### src/biu_ahb_pkg.sv
//////////////////////////////
// biu to ahb-lite shared definitions
// bus widths, biu request codes and ahb-lite encodings
//////////////////////////////
`default_nettype none

package biu_ahb_pkg;

  //////////////////////////////
  // widths
  localparam int XLEN = 32;  // data, one word
  localparam int PLEN = 32;  // byte address

  //////////////////////////////
  // biu burst types
  localparam logic [2:0] BIU_SINGLE = 3'd0;
  localparam logic [2:0] BIU_INCR   = 3'd1;  // undefined length, one beat here
  localparam logic [2:0] BIU_WRAP4  = 3'd2;
  localparam logic [2:0] BIU_INCR4  = 3'd3;
  localparam logic [2:0] BIU_WRAP8  = 3'd4;
  localparam logic [2:0] BIU_INCR8  = 3'd5;
  localparam logic [2:0] BIU_WRAP16 = 3'd6;
  localparam logic [2:0] BIU_INCR16 = 3'd7;

  // biu transfer sizes
  localparam logic [2:0] BIU_BYTE  = 3'd0;
  localparam logic [2:0] BIU_HWORD = 3'd1;
  localparam logic [2:0] BIU_WORD  = 3'd2;

  // biu protection bits
  localparam logic [2:0] PROT_DATA       = 3'b001;  // clear for opcode fetch
  localparam logic [2:0] PROT_PRIVILEGED = 3'b010;
  localparam logic [2:0] PROT_CACHEABLE  = 3'b100;

  //////////////////////////////
  // ahb-lite encodings
  localparam logic [1:0] HTRANS_IDLE   = 2'b00;
  localparam logic [1:0] HTRANS_NONSEQ = 2'b10;
  localparam logic [1:0] HTRANS_SEQ    = 2'b11;

  localparam logic [2:0] HBURST_SINGLE = 3'd0;
  localparam logic [2:0] HBURST_INCR   = 3'd1;
  localparam logic [2:0] HBURST_WRAP4  = 3'd2;
  localparam logic [2:0] HBURST_INCR4  = 3'd3;
  localparam logic [2:0] HBURST_WRAP8  = 3'd4;
  localparam logic [2:0] HBURST_INCR8  = 3'd5;
  localparam logic [2:0] HBURST_WRAP16 = 3'd6;
  localparam logic [2:0] HBURST_INCR16 = 3'd7;

  localparam logic [2:0] HSIZE_BYTE  = 3'd0;
  localparam logic [2:0] HSIZE_HWORD = 3'd1;
  localparam logic [2:0] HSIZE_WORD  = 3'd2;

  localparam logic [3:0] HPROT_DATA       = 4'b0001;
  localparam logic [3:0] HPROT_PRIVILEGED = 4'b0010;
  localparam logic [3:0] HPROT_CACHEABLE  = 4'b1000;

  localparam logic HRESP_OKAY  = 1'b0;
  localparam logic HRESP_ERROR = 1'b1;

  //////////////////////////////
  // arbiter ports, index doubles as grant value
  localparam int   NUM_MASTERS = 2;
  localparam logic MST_IBUS    = 1'b0;
  localparam logic MST_DBUS    = 1'b1;

endpackage

`default_nettype wire

### src/ahb_master_arbiter.sv
//////////////////////////////
// two-master ahb-lite arbiter
// grant moves at burst boundaries, data master first
//////////////////////////////
`timescale 1ns/1ps
`default_nettype none

module ahb_master_arbiter (
  input  logic                         HCLK_i,
  input  logic                         HRESETn_i,
  // instruction master
  input  logic [biu_ahb_pkg::PLEN-1:0] ihaddr_i,
  input  logic                         ihwrite_i,
  input  logic [2:0]                   ihsize_i,
  input  logic [2:0]                   ihburst_i,
  input  logic [3:0]                   ihprot_i,
  input  logic [1:0]                   ihtrans_i,
  input  logic                         ihmastlock_i,
  input  logic [biu_ahb_pkg::XLEN-1:0] ihwdata_i,
  output logic                         ihready_o,
  output logic                         ihresp_o,
  // data master
  input  logic [biu_ahb_pkg::PLEN-1:0] dhaddr_i,
  input  logic                         dhwrite_i,
  input  logic [2:0]                   dhsize_i,
  input  logic [2:0]                   dhburst_i,
  input  logic [3:0]                   dhprot_i,
  input  logic [1:0]                   dhtrans_i,
  input  logic                         dhmastlock_i,
  input  logic [biu_ahb_pkg::XLEN-1:0] dhwdata_i,
  output logic                         dhready_o,
  output logic                         dhresp_o,
  // shared bus
  output logic [biu_ahb_pkg::PLEN-1:0] haddr_o,
  output logic                         hwrite_o,
  output logic [2:0]                   hsize_o,
  output logic [2:0]                   hburst_o,
  output logic [3:0]                   hprot_o,
  output logic [1:0]                   htrans_o,
  output logic                         hmastlock_o,
  output logic [biu_ahb_pkg::XLEN-1:0] hwdata_o,
  input  logic                         hready_i,
  input  logic                         hresp_i
);

  logic [biu_ahb_pkg::NUM_MASTERS-1:0] req;  // non-idle address phase per master
  logic grant;      // address phase owner
  logic owner;      // data phase owner
  logic nxt_grant;
  logic gnt_lock;   // granted master holds the bus
  logic gnt_dbus;
  logic own_dbus;

  assign req[biu_ahb_pkg::MST_IBUS] = (ihtrans_i != biu_ahb_pkg::HTRANS_IDLE);
  assign req[biu_ahb_pkg::MST_DBUS] = (dhtrans_i != biu_ahb_pkg::HTRANS_IDLE);

  assign gnt_dbus = (grant == biu_ahb_pkg::MST_DBUS);
  assign own_dbus = (owner == biu_ahb_pkg::MST_DBUS);
  assign gnt_lock = gnt_dbus ? dhmastlock_i : ihmastlock_i;

  //////////////////////////////
  // grant

  // only once the granted master is idle and unlocked
  always_comb begin
    nxt_grant = grant;
    if (!req[grant] && !gnt_lock) begin
      if (req[biu_ahb_pkg::MST_DBUS]) begin
        nxt_grant = biu_ahb_pkg::MST_DBUS;  // data side wins
      end else if (req[biu_ahb_pkg::MST_IBUS]) begin
        nxt_grant = biu_ahb_pkg::MST_IBUS;
      end
    end
  end

  always_ff @(posedge HCLK_i or negedge HRESETn_i) begin
    if (!HRESETn_i) begin
      grant <= biu_ahb_pkg::MST_DBUS;
      owner <= biu_ahb_pkg::MST_DBUS;
    end else if (hready_i) begin
      grant <= nxt_grant;
      owner <= grant;  // accepted address phase becomes data phase
    end
  end

  //////////////////////////////
  // muxes

  assign haddr_o     = gnt_dbus ? dhaddr_i     : ihaddr_i;
  assign hwrite_o    = gnt_dbus ? dhwrite_i    : ihwrite_i;
  assign hsize_o     = gnt_dbus ? dhsize_i     : ihsize_i;
  assign hburst_o    = gnt_dbus ? dhburst_i    : ihburst_i;
  assign hprot_o     = gnt_dbus ? dhprot_i     : ihprot_i;
  assign htrans_o    = gnt_dbus ? dhtrans_i    : ihtrans_i;
  assign hmastlock_o = gnt_lock;
  assign hwdata_o    = own_dbus ? dhwdata_i : ihwdata_i;  // follows data phase

  // a waiting master sees a wait state
  assign ihready_o = (!gnt_dbus || !req[biu_ahb_pkg::MST_IBUS]) ? hready_i : 1'b0;
  assign dhready_o = (gnt_dbus || !req[biu_ahb_pkg::MST_DBUS]) ? hready_i : 1'b0;

  assign ihresp_o = own_dbus ? biu_ahb_pkg::HRESP_OKAY : hresp_i;
  assign dhresp_o = own_dbus ? hresp_i : biu_ahb_pkg::HRESP_OKAY;

endmodule

`default_nettype wire

### src/biu_ahb_master.sv
//////////////////////////////
// biu to ahb-lite master
// strobes become address phases, bursts are counted
// and stepped, an error response aborts the burst
//////////////////////////////
`timescale 1ns/1ps
`default_nettype none

module biu_ahb_master (
  input  logic                         HCLK_i,
  input  logic                         HRESETn_i,
  // core side
  input  logic                         biu_stb_i,
  output logic                         biu_stb_ack_o,  // request taken
  output logic                         biu_d_ack_o,    // write data taken
  input  logic [biu_ahb_pkg::PLEN-1:0] biu_adri_i,
  output logic [biu_ahb_pkg::PLEN-1:0] biu_adro_o,     // address of current data phase
  input  logic [2:0]                   biu_size_i,
  input  logic [2:0]                   biu_type_i,
  input  logic [2:0]                   biu_prot_i,
  input  logic                         biu_lock_i,
  input  logic                         biu_we_i,
  input  logic [biu_ahb_pkg::XLEN-1:0] biu_d_i,
  output logic [biu_ahb_pkg::XLEN-1:0] biu_q_o,
  output logic                         biu_ack_o,      // beat done
  output logic                         biu_err_o,      // request aborted
  // ahb-lite side, towards the arbiter
  output logic [biu_ahb_pkg::PLEN-1:0] m_haddr_o,
  output logic                         m_hwrite_o,
  output logic [2:0]                   m_hsize_o,
  output logic [2:0]                   m_hburst_o,
  output logic [3:0]                   m_hprot_o,
  output logic [1:0]                   m_htrans_o,
  output logic                         m_hmastlock_o,
  output logic [biu_ahb_pkg::XLEN-1:0] m_hwdata_o,
  input  logic                         m_hready_i,
  input  logic                         m_hresp_i,
  input  logic [biu_ahb_pkg::XLEN-1:0] hrdata_i
);

  //////////////////////////////
  // conversions

  function automatic logic [2:0] size2hsize(input logic [2:0] size);
    case (size)
      biu_ahb_pkg::BIU_BYTE:  return biu_ahb_pkg::HSIZE_BYTE;
      biu_ahb_pkg::BIU_HWORD: return biu_ahb_pkg::HSIZE_HWORD;
      default:                return biu_ahb_pkg::HSIZE_WORD;  // nothing wider than a word
    endcase
  endfunction

  // beats in the burst minus one
  function automatic logic [3:0] type2cnt(input logic [2:0] btype);
    case (btype)
      biu_ahb_pkg::BIU_WRAP4,  biu_ahb_pkg::BIU_INCR4:  return 4'd3;
      biu_ahb_pkg::BIU_WRAP8,  biu_ahb_pkg::BIU_INCR8:  return 4'd7;
      biu_ahb_pkg::BIU_WRAP16, biu_ahb_pkg::BIU_INCR16: return 4'd15;
      default:                                          return 4'd0;  // single, incr
    endcase
  endfunction

  function automatic logic [2:0] type2hburst(input logic [2:0] btype);
    case (btype)
      biu_ahb_pkg::BIU_INCR:   return biu_ahb_pkg::HBURST_INCR;
      biu_ahb_pkg::BIU_WRAP4:  return biu_ahb_pkg::HBURST_WRAP4;
      biu_ahb_pkg::BIU_INCR4:  return biu_ahb_pkg::HBURST_INCR4;
      biu_ahb_pkg::BIU_WRAP8:  return biu_ahb_pkg::HBURST_WRAP8;
      biu_ahb_pkg::BIU_INCR8:  return biu_ahb_pkg::HBURST_INCR8;
      biu_ahb_pkg::BIU_WRAP16: return biu_ahb_pkg::HBURST_WRAP16;
      biu_ahb_pkg::BIU_INCR16: return biu_ahb_pkg::HBURST_INCR16;
      default:                 return biu_ahb_pkg::HBURST_SINGLE;
    endcase
  endfunction

  // non-bufferable always
  function automatic logic [3:0] prot2hprot(input logic [2:0] prot);
    logic [3:0] hp;
    hp = 4'b0000;
    if (|(prot & biu_ahb_pkg::PROT_DATA)) hp = hp | biu_ahb_pkg::HPROT_DATA;
    if (|(prot & biu_ahb_pkg::PROT_PRIVILEGED)) hp = hp | biu_ahb_pkg::HPROT_PRIVILEGED;
    if (|(prot & biu_ahb_pkg::PROT_CACHEABLE)) hp = hp | biu_ahb_pkg::HPROT_CACHEABLE;
    return hp;
  endfunction

  // word step, wrap keeps the upper bits of the block
  function automatic logic [biu_ahb_pkg::PLEN-1:0] nxt_addr(
    input logic [biu_ahb_pkg::PLEN-1:0] addr,
    input logic [2:0]                   hburst
  );
    logic [biu_ahb_pkg::PLEN-1:0] lin;
    lin      = addr + 'h4;
    lin[1:0] = 2'b00;  // word aligned
    case (hburst)
      biu_ahb_pkg::HBURST_WRAP4:  return {addr[biu_ahb_pkg::PLEN-1:4], lin[3:0]};  // 16 bytes
      biu_ahb_pkg::HBURST_WRAP8:  return {addr[biu_ahb_pkg::PLEN-1:5], lin[4:0]};  // 32 bytes
      biu_ahb_pkg::HBURST_WRAP16: return {addr[biu_ahb_pkg::PLEN-1:6], lin[5:0]};  // 64 bytes
      default:                    return lin;
    endcase
  endfunction

  //////////////////////////////
  // control

  logic [3:0] burst_cnt;   // beats still to issue
  logic       burst_idle;  // last beat issued or no burst
  logic       data_ena;    // address phase on the bus
  logic       data_ena_d;  // data phase on the bus

  assign burst_idle = ~|burst_cnt;

  always_ff @(posedge HCLK_i or negedge HRESETn_i) begin
    if (!HRESETn_i) begin
      burst_cnt     <= 4'd0;
      data_ena      <= 1'b0;
      data_ena_d    <= 1'b0;
      biu_err_o     <= 1'b0;
      m_haddr_o     <= '0;
      m_hwrite_o    <= 1'b0;
      m_hsize_o     <= biu_ahb_pkg::HSIZE_WORD;
      m_hburst_o    <= biu_ahb_pkg::HBURST_SINGLE;
      m_hprot_o     <= biu_ahb_pkg::HPROT_DATA | biu_ahb_pkg::HPROT_PRIVILEGED;
      m_htrans_o    <= biu_ahb_pkg::HTRANS_IDLE;
      m_hmastlock_o <= 1'b0;
    end else begin
      biu_err_o <= 1'b0;  // single cycle pulse
      if (m_hready_i) begin
        data_ena_d <= data_ena;  // address phase moves to data phase
        if (burst_idle) begin
          if (biu_stb_ack_o) begin
            data_ena      <= 1'b1;
            burst_cnt     <= type2cnt(biu_type_i);
            m_htrans_o    <= biu_ahb_pkg::HTRANS_NONSEQ;  // first beat
            m_haddr_o     <= biu_adri_i;
            m_hwrite_o    <= biu_we_i;
            m_hsize_o     <= size2hsize(biu_size_i);
            m_hburst_o    <= type2hburst(biu_type_i);
            m_hprot_o     <= prot2hprot(biu_prot_i);
            m_hmastlock_o <= biu_lock_i;
          end else begin
            data_ena      <= 1'b0;
            m_htrans_o    <= biu_ahb_pkg::HTRANS_IDLE;
            m_hmastlock_o <= biu_lock_i;  // lock may be held over idle
          end
        end else begin
          data_ena   <= 1'b1;
          burst_cnt  <= burst_cnt - 4'd1;
          m_htrans_o <= biu_ahb_pkg::HTRANS_SEQ;
          m_haddr_o  <= nxt_addr(m_haddr_o, m_hburst_o);
        end
      end else if (m_hresp_i == biu_ahb_pkg::HRESP_ERROR) begin
        // first error cycle, drop the rest of the burst
        burst_cnt  <= 4'd0;
        data_ena   <= 1'b0;
        data_ena_d <= 1'b0;  // no ack in the second error cycle
        m_htrans_o <= biu_ahb_pkg::HTRANS_IDLE;
        biu_err_o  <= 1'b1;
      end
    end
  end

  //////////////////////////////
  // data path

  // write data taken with its address phase, driven during the data phase
  always_ff @(posedge HCLK_i) begin
    if (biu_d_ack_o) begin
      m_hwdata_o <= biu_d_i;
    end
    if (m_hready_i) begin
      biu_adro_o <= m_haddr_o;
    end
  end

  assign biu_q_o       = hrdata_i;
  assign biu_ack_o     = m_hready_i & data_ena_d;
  assign biu_d_ack_o   = m_hready_i & data_ena;
  assign biu_stb_ack_o = m_hready_i & burst_idle & biu_stb_i & ~biu_err_o;  // none during err

endmodule

`default_nettype wire

### src/biu_dual_ahb_top.sv
//////////////////////////////
// dual biu to ahb-lite subsystem
// instruction and data masters share one ahb-lite port
//////////////////////////////
`timescale 1ns/1ps
`default_nettype none

module biu_dual_ahb_top (
  input  logic                         HCLK,
  input  logic                         HRESETn,
  // instruction biu
  input  logic                         ibiu_stb_i,
  output logic                         ibiu_stb_ack_o,
  output logic                         ibiu_d_ack_o,
  input  logic [biu_ahb_pkg::PLEN-1:0] ibiu_adri_i,
  output logic [biu_ahb_pkg::PLEN-1:0] ibiu_adro_o,
  input  logic [2:0]                   ibiu_size_i,
  input  logic [2:0]                   ibiu_type_i,
  input  logic [2:0]                   ibiu_prot_i,
  input  logic                         ibiu_lock_i,
  input  logic                         ibiu_we_i,
  input  logic [biu_ahb_pkg::XLEN-1:0] ibiu_d_i,
  output logic [biu_ahb_pkg::XLEN-1:0] ibiu_q_o,
  output logic                         ibiu_ack_o,
  output logic                         ibiu_err_o,
  // data biu
  input  logic                         dbiu_stb_i,
  output logic                         dbiu_stb_ack_o,
  output logic                         dbiu_d_ack_o,
  input  logic [biu_ahb_pkg::PLEN-1:0] dbiu_adri_i,
  output logic [biu_ahb_pkg::PLEN-1:0] dbiu_adro_o,
  input  logic [2:0]                   dbiu_size_i,
  input  logic [2:0]                   dbiu_type_i,
  input  logic [2:0]                   dbiu_prot_i,
  input  logic                         dbiu_lock_i,
  input  logic                         dbiu_we_i,
  input  logic [biu_ahb_pkg::XLEN-1:0] dbiu_d_i,
  output logic [biu_ahb_pkg::XLEN-1:0] dbiu_q_o,
  output logic                         dbiu_ack_o,
  output logic                         dbiu_err_o,
  // ahb-lite master port
  output logic [biu_ahb_pkg::PLEN-1:0] haddr_o,
  output logic                         hwrite_o,
  output logic [2:0]                   hsize_o,
  output logic [2:0]                   hburst_o,
  output logic [3:0]                   hprot_o,
  output logic [1:0]                   htrans_o,
  output logic                         hmastlock_o,
  output logic [biu_ahb_pkg::XLEN-1:0] hwdata_o,
  input  logic [biu_ahb_pkg::XLEN-1:0] hrdata_i,
  input  logic                         hready_i,
  input  logic                         hresp_i
);

  // per master links to the arbiter
  logic [biu_ahb_pkg::PLEN-1:0] i_haddr;
  logic [biu_ahb_pkg::PLEN-1:0] d_haddr;
  logic [biu_ahb_pkg::XLEN-1:0] i_hwdata;
  logic [biu_ahb_pkg::XLEN-1:0] d_hwdata;
  logic [2:0] i_hsize;
  logic [2:0] d_hsize;
  logic [2:0] i_hburst;
  logic [2:0] d_hburst;
  logic [3:0] i_hprot;
  logic [3:0] d_hprot;
  logic [1:0] i_htrans;
  logic [1:0] d_htrans;
  logic i_hwrite;
  logic d_hwrite;
  logic i_hmastlock;
  logic d_hmastlock;
  logic [biu_ahb_pkg::NUM_MASTERS-1:0] m_hready;  // indexed by master
  logic [biu_ahb_pkg::NUM_MASTERS-1:0] m_hresp;

  biu_ahb_master u_ibus (
    .HCLK_i(HCLK), .HRESETn_i(HRESETn),
    .biu_stb_i(ibiu_stb_i), .biu_stb_ack_o(ibiu_stb_ack_o), .biu_d_ack_o(ibiu_d_ack_o),
    .biu_adri_i(ibiu_adri_i), .biu_adro_o(ibiu_adro_o),
    .biu_size_i(ibiu_size_i), .biu_type_i(ibiu_type_i), .biu_prot_i(ibiu_prot_i),
    .biu_lock_i(ibiu_lock_i), .biu_we_i(ibiu_we_i), .biu_d_i(ibiu_d_i), .biu_q_o(ibiu_q_o),
    .biu_ack_o(ibiu_ack_o), .biu_err_o(ibiu_err_o),
    .m_haddr_o(i_haddr), .m_hwrite_o(i_hwrite), .m_hsize_o(i_hsize), .m_hburst_o(i_hburst),
    .m_hprot_o(i_hprot), .m_htrans_o(i_htrans), .m_hmastlock_o(i_hmastlock),
    .m_hwdata_o(i_hwdata),
    .m_hready_i(m_hready[biu_ahb_pkg::MST_IBUS]), .m_hresp_i(m_hresp[biu_ahb_pkg::MST_IBUS]),
    .hrdata_i(hrdata_i)
  );

  biu_ahb_master u_dbus (
    .HCLK_i(HCLK), .HRESETn_i(HRESETn),
    .biu_stb_i(dbiu_stb_i), .biu_stb_ack_o(dbiu_stb_ack_o), .biu_d_ack_o(dbiu_d_ack_o),
    .biu_adri_i(dbiu_adri_i), .biu_adro_o(dbiu_adro_o),
    .biu_size_i(dbiu_size_i), .biu_type_i(dbiu_type_i), .biu_prot_i(dbiu_prot_i),
    .biu_lock_i(dbiu_lock_i), .biu_we_i(dbiu_we_i), .biu_d_i(dbiu_d_i), .biu_q_o(dbiu_q_o),
    .biu_ack_o(dbiu_ack_o), .biu_err_o(dbiu_err_o),
    .m_haddr_o(d_haddr), .m_hwrite_o(d_hwrite), .m_hsize_o(d_hsize), .m_hburst_o(d_hburst),
    .m_hprot_o(d_hprot), .m_htrans_o(d_htrans), .m_hmastlock_o(d_hmastlock),
    .m_hwdata_o(d_hwdata),
    .m_hready_i(m_hready[biu_ahb_pkg::MST_DBUS]), .m_hresp_i(m_hresp[biu_ahb_pkg::MST_DBUS]),
    .hrdata_i(hrdata_i)
  );

  ahb_master_arbiter u_arb (
    .HCLK_i(HCLK), .HRESETn_i(HRESETn),
    .ihaddr_i(i_haddr), .ihwrite_i(i_hwrite), .ihsize_i(i_hsize), .ihburst_i(i_hburst),
    .ihprot_i(i_hprot), .ihtrans_i(i_htrans), .ihmastlock_i(i_hmastlock),
    .ihwdata_i(i_hwdata),
    .ihready_o(m_hready[biu_ahb_pkg::MST_IBUS]), .ihresp_o(m_hresp[biu_ahb_pkg::MST_IBUS]),
    .dhaddr_i(d_haddr), .dhwrite_i(d_hwrite), .dhsize_i(d_hsize), .dhburst_i(d_hburst),
    .dhprot_i(d_hprot), .dhtrans_i(d_htrans), .dhmastlock_i(d_hmastlock),
    .dhwdata_i(d_hwdata),
    .dhready_o(m_hready[biu_ahb_pkg::MST_DBUS]), .dhresp_o(m_hresp[biu_ahb_pkg::MST_DBUS]),
    .haddr_o(haddr_o), .hwrite_o(hwrite_o), .hsize_o(hsize_o), .hburst_o(hburst_o),
    .hprot_o(hprot_o), .htrans_o(htrans_o), .hmastlock_o(hmastlock_o), .hwdata_o(hwdata_o),
    .hready_i(hready_i), .hresp_i(hresp_i)
  );

endmodule

`default_nettype wire

### config.mk
export PLATFORM = sky130hd
export DESIGN_NAME = biu_dual_ahb_top
export DESIGN_NICKNAME = d
export VERILOG_FILES = /design/src/biu_ahb_pkg.sv /design/src/ahb_master_arbiter.sv /design/src/biu_ahb_master.sv /design/src/biu_dual_ahb_top.sv
export SDC_FILE = /design/constraint.sdc
export NUM_CORES = 1
export LEC_CHECK = 0
export BUFFER_PORTS_ARGS = -buffer_cell sky130_fd_sc_hd__buf_4
export CAP_MARGIN = 15
export CORE_AREA = 4 4 153 155
export DETAILED_ROUTE_END_ITERATION = 10
export DIE_AREA = 0 0 157 159
export GPL_ROUTABILITY_DRIVEN = 0
export HOLD_SLACK_MARGIN = 0.15
export PLACE_DENSITY = 0.81
export SLEW_MARGIN = 20
export SYNTH_ARGS = -nofsm -noshare
export SYNTH_HDL_FRONTEND = slang
export SYNTH_SLANG_ARGS = --single-unit
### constraint.sdc
create_clock -name HCLK -period 16.45 [get_ports HCLK]
set_input_delay 4.935 -clock HCLK [delete_from_list [all_inputs] [get_ports HCLK]]
set_output_delay 4.935 -clock HCLK [all_outputs]
set_load 0.005 [all_outputs]
==> flow_metrics.py, run 1 <==
metrics = {
    "worst_setup_path": {
        "worstPathMaxFanout": 16,
        "worst_setup_path_end_kind": "output port",
        "crit_type": "in2out",
        "start_kind": "input pin",
        "required_ns": 11.51,
        "cp.arrival_ns": 6.36,
    },
    "clocking": {
        "cts_root_buf": "clkbuf_16",
        "cts_tree": "built",
        "cts_max_level": 1,
        "clkSinkCount": 230,
        "ctsHoldBuffers": 0,
        "clk_latency_ns": 0.52,
        "clock_path_buffers": 3,
        "post_cts_buffers": 0,
        "cts_made_buffers": 25,
        "clk_pin_slew_ns": 0.06,
        "cts_resized": 0,
    },
    "finish": {
        "layout_commonest_cell": "buf_4",
        "utilization_pct": 63.7,
        "layout-drive-gt1-share_pct": 37.2,
        "fin_nets": 1393,
        "finalInstanceArea_um2": 13900,
        "fill_cells": 1735,
        "layout_common_cells": "buf_4 (318), edfxtp_1 (128), nand2_1 (119)",
        "syn2layout_area_growth_pct": 25.9,
    },
    "logic_synthesis": {
        "netlist_top_cells_area": "edfxtp_1 (35%), dfrtp_1 (21%), mux2_2 (7.2%), buf_4 (4.5%), nand2_1 (4.0%)",
        "synth_seq_cells": 230,
        "netlist_area_um2": 11000,
        "syn_inst": 971,
        "ys_types": 65,
        "synth.yosys.warnings": 0,
        "ys_async_sr_fraction_pct": 44.3,
        "synth_top_cell_area_share_pct": 34.8,
        "synth-edff-count": 128,
        "synth.avg_cell_area_um2": 11.4,
        "synth_seq_area_share_pct": 58.0,
        "ys.flop_type": "edfxtp_1",
        "synth_area_leader_cell": "edfxtp_1",
    },
    "placement": {
        "io_buffers": 303,
        "pre_cts_ws_ns": 5.16,
        "dpl_cell_area_um2": 13100,
        "hpwl_um": 25900,
    },
    "floorplanning": {
        "io_pins": 402,
        "die_h_um": 159,
        "core_area_um2": 21800,
        "dieWidth_um": 157,
        "die-area_um2": 25000,
        "row_count": 54,
        "initial_core_util_pct": 50.6,
    },
    "timing": {
        "fin_crit_sh_pct": 68.7,
        "slew_headroom_pct": 28.3,
        "setup_ws_ns": 5.16,
        "finalSetupTns_ns": 0,
        "setup_viol": 0,
        "fin_skew_ns": 0.0108,
        "hold_viol": 0,
        "whs_ns": 0.457,
        "drv_slew": 0,
        "worst_pin_slew_ns": 1.07,
        "timing.fmax_mhz": 88.5,
        "rsz0062_at_grt": "no",
        "period_needed_ns": 11.29,
    },
    "hold_path": {
        "holdCritPathClass": "reg2reg",
    },
    "global_routing": {
        "gr-total-overflow": 0,
        "grt_start_max_net_pins": 66,
        "grt_pass1_vias": 9034,
        "grt_first_pass_wirelength_um": 53200,
        "track_usage_pct": 27.3,
        "antenna_found_initial": 1,
    },
    "pwr": {
        "leakage_nw": 5.84,
        "ir_drop_mv": 0.113,
        "p_per_area_nw_per_um2": 195,
    },
    "run_status": {
        "status": "complete, no violations",
    },
    "routing": {
        "wl_per_cell_um": 23.7,
        "antenna_left": 0,
        "dr.pass1.iters": 6,
        "routed_wl_um": 35500,
        "drc": 0,
        "vias": 8950,
        "drt_iter0_markers": 786,
        "routed_via_density": 5.98,
    },
    "job": {
        "drv_cap": 0,
    },
}
metrics by stage:
stage,total power [mW],std cells
3_5_place_dp,2.15,1452
5_1_grt,2.87,1497
2_1_floorplan,1.62,972
4_1_cts,2.72,1496
3_3_place_gp,2.11,1452
6_report,2.71,1497
cells by family (layout without fill, tap and decap cells):
family	after synthesis	count (layout)	share of synthesized area, %
compound gates	229	229	13.5
xor+xnor	2	2	0.159
fa+ha+maj	6	6	0.680
buf+inv	139	383	7.10
flops	230	230	58.0
mux	73	73	7.43
other cells	1	3	0.0340
simple gates	291	291	13.1
area by class of cell:
class                      count  area, µm²  area share [%]
sequential                   230       6410            46.1
timing repair buffer         318       2390            17.2
antenna                        1       2.50          0.0180
multi-input combinational    603       3860            27.8
inverter                      21       78.8           0.567
clock buffer                  33        666            4.79
clock inverter                11        145            1.04
tap                          280        350            2.52
synth_stat cells (9+ instances only):
library cell	count
a21oi_1	61
a2bb2oi_1	23
a31oi_1	9
and3_1	15
buf_2	10
buf_4	66
clkbuf_1	37
dfrtp_1	94
edfxtp_1	128
inv_1	20
mux2_2	71
nand2_1	119
nand3_1	40
nand4_1	21
nor2_1	36
nor3_1	13
o21ai_0	46
o22ai_1	31
layer usage:
metal	vias to the layer above	GRT usage (%)	part of all wire, %
li1	4019	-	-
met1	4269	32.6	34
met2	582	48.8	52
met3	80	5.27	10
met4	0	9.94	4.0
met5	-	0	0
power breakdown:
part | switching [mW] | internal (mW)
registers | 0.241 | 0.850
logic | 0.554 | 0.508
clock network | 0.228 | 0.333
flip-flops by register name, summed over array words and instances (netlist names), 2 cells and up:
signal	count
u_ibus.m_hburst_o	3
u_dbus.m_htrans_o	2
u_dbus.m_hsize_o	2
u_dbus.burst_cnt	4
u_ibus.m_haddr_o	32
u_dbus.m_hwdata_o	32
u_dbus.m_hprot_o	3
u_ibus.m_hwdata_o	32
u_ibus.biu_adro_o	32
u_ibus.burst_cnt	4
u_ibus.m_htrans_o	2
u_ibus.m_hsize_o	2
u_dbus.m_hburst_o	3
u_ibus.m_hprot_o	3
u_dbus.m_haddr_o	32
u_dbus.biu_adro_o	32
final timing paths:
path / from / end / slack (ns) / cells after the start
max: dbiu_stb_i / dbiu_stb_ack_o / 5.16 / 6
min: u_dbus.m_hprot_o[1] / u_dbus.m_hprot_o[1] / 0.46 / 2
max reg2reg: u_ibus.burst_cnt[0] / u_ibus.m_haddr_o[28] / 13.42 / 9
min reg2reg: u_dbus.m_hprot_o[1] / u_dbus.m_hprot_o[1] / 0.46 / 2
max in group asynchronous: HRESETn / u_ibus.m_haddr_o[0] / 10.77 / 2
min in group asynchronous: HRESETn / u_dbus.m_haddr_o[21] / 4.42 / 1
worst max-delay path, stage by stage:
cell and delay [ns]:
buf_4 0.08, nor2b_1 0.23, o221a_4 0.36, nand2_4 0.17, inv_2 0.37, buf_4 0.19
Power figures use the tool's default switching activity.
==> inputs of run 2 (changes only) <==
CORE_AREA = not set   (was 4 4 153 155)
CORE_MARGIN = 4   (was not set)
CORE_UTILIZATION = 45   (was not set)
DIE_AREA = not set   (was 0 0 157 159)
PLACE_DENSITY = 0.77   (was 0.81)
clock period = 10 ns   (was 16.45 ns; I/O delays follow)
==> flow_metrics.py, run 2 (synthesis gave the netlist of run 1 again) <==
metrics = {
    "finish": {
        "multi_input_area_um2": 3870,
        "seq_area_um2": 6410,
        "layout_common_cells": "buf_4 (317), edfxtp_1 (128), nand2_1 (119)",
        "fill_cells": 2033,
        "antenna_cells": 0,
        "layout-drive-gt1-share_pct": 37.3,
        "finalInstanceArea_um2": 13900,
        "syn2layout_area_growth_pct": 26.3,
        "finalNonFillerCells": 1543,
        "fin_nets": 1393,
        "layout_commonest_cell": "buf_4",
    },
    "clocking": {
        "clk_pin_slew_ns": 0.06,
        "cts_resized": 0,
        "clkSinkCount": 230,
        "cts_max_level": 1,
        "ctsHoldBuffers": 0,
        "cts_root_buf": "clkbuf_16",
        "post_cts_buffers": 0,
        "cts_tree": "built",
        "cts_made_buffers": 26,
        "clock_path_buffers": 3,
        "clk_latency_ns": 0.53,
    },
    "placement": {
        "dp.cells": 1495,
        "pre_cts_ws_ns": 2.63,
        "dpl_cell_area_um2": 13100,
        "hpwl_um": 25900,
        "io_buffers": 303,
    },
    "timing": {
        "setup_ws_ns": 2.63,
        "worst_pin_slew_ns": 0.835,
        "drv_slew": 0,
        "hold_viol": 0,
        "rsz0062_at_grt": "no",
        "fin_crit_sh_pct": 73.7,
        "fin_skew_ns": 0.0232,
        "timing.fmax_mhz": 136,
        "setup_viol": 0,
        "period_needed_ns": 7.37,
        "finalSetupTns_ns": 0,
        "slew_headroom_pct": 44.3,
    },
    "floorplanning": {
        "die_h_um": 165,
        "row_count": 57,
        "die-area_um2": 27100,
        "dieWidth_um": 165,
        "initial_core_util_pct": 45.5,
        "io_pins": 402,
        "core_area_um2": 24200,
    },
    "routing": {
        "routed_wl_um": 34700,
        "dr.pass1.iters": 5,
        "vias": 8873,
        "drc": 0,
        "wl_per_cell_um": 22.5,
        "routed_via_density": 5.75,
        "antenna_left": 0,
        "drt_iter0_markers": 667,
    },
    "worst_setup_path": {
        "worstPathMaxFanout": 11,
        "crit_type": "in2out",
        "required_ns": 7.00,
        "worst_setup_path_end_kind": "output port",
        "cp.arrival_ns": 4.37,
        "start_kind": "input pin",
    },
    "global_routing": {
        "track_usage_pct": 24.5,
        "grt_pass1_vias": 8664,
        "antenna_found_initial": 0,
        "grt_start_max_net_pins": 66,
        "grt_first_pass_wirelength_um": 50400,
        "gr-total-overflow": 0,
    },
    "pwr": {
        "p_per_area_nw_per_um2": 317,
        "ir_drop_mv": 0.171,
        "leakage_nw": 5.85,
    },
    "job": {
        "drv_cap": 0,
    },
    "hold_path": {
        "holdCritPathClass": "reg2reg",
    },
    "run_status": {
        "status": "complete, no violations",
    },
}
[run 2: cell types whose count changed in the layout (fill, tap and decap cells not counted), moves of 2 or more]
cell        previous run  this run
bufinv_16              3         0
clkbuf_16             25        27
clkinv_2               3         6
clkinvlp_4             3         1
[run 2: path summary, 6_finish.rpt]
kind                                     startpoint              endpoint  slack (ns)  cells after the start
min in group asynchronous                   HRESETn  u_dbus.m_haddr_o[25]        2.45                      1
max in group asynchronous                   HRESETn      u_ibus.biu_err_o        6.29                      2
worst min register to register  u_dbus.m_hsize_o[0]   u_dbus.m_hsize_o[0]        0.47                      2
worst max-delay path                       hready_i        ibiu_stb_ack_o        2.63                      6
worst min-delay path            u_dbus.m_hsize_o[0]   u_dbus.m_hsize_o[0]        0.47                      2
worst max register to register  u_ibus.burst_cnt[0]  u_ibus.m_haddr_o[28]        6.92                      9
[run 2: layout make-up]
class                      count  share of cell area, %
clock buffer                  37                   5.26
sequential                   230                   46.0
inverter                      21                  0.565
tap                          324                   2.91
multi-input combinational    603                   27.7
clock inverter                11                  0.503
timing repair buffer         317                   17.1
[run 2: report_power, final]
group / total (mW) / switching (mW) / internal [mW]
Clock: 0.892 / 0.379 / 0.513
Sequential: 1.79 / 0.390 / 1.40
Combinational: 1.73 / 0.900 / 0.834
[run 2: metal layers]
metal | GRT usage, % | vias up | part of all wire [%]
li1 | - | 4000 | -
met1 | 27.2 | 4265 | 34
met2 | 46.1 | 533 | 53
met3 | 4.87 | 75 | 9.5
met4 | 8.92 | 0 | 3.6
met5 | 0 | - | 0
[run 2: per-stage QoR]
step | util [%] | hold WS [ns] | power, mW
6_report | 57.5 | 0.468 | 4.41
5_1_grt | 57.5 | 0.490 | 4.68
4_1_cts | 57.5 | 0.470 | 4.43
3_5_place_dp | 54.2 | 0.459 | 3.53
3_3_place_gp | 54.2 | 0.445 | 3.48
2_1_floorplan | - | 0.420 | 2.67
[run 2: critical path: stages]
cell and delay (ns):
buf_4 0.17, nand2_1 0.22, inv_1 0.14, nand3_1 0.29, inv_1 0.37, buf_4 0.18
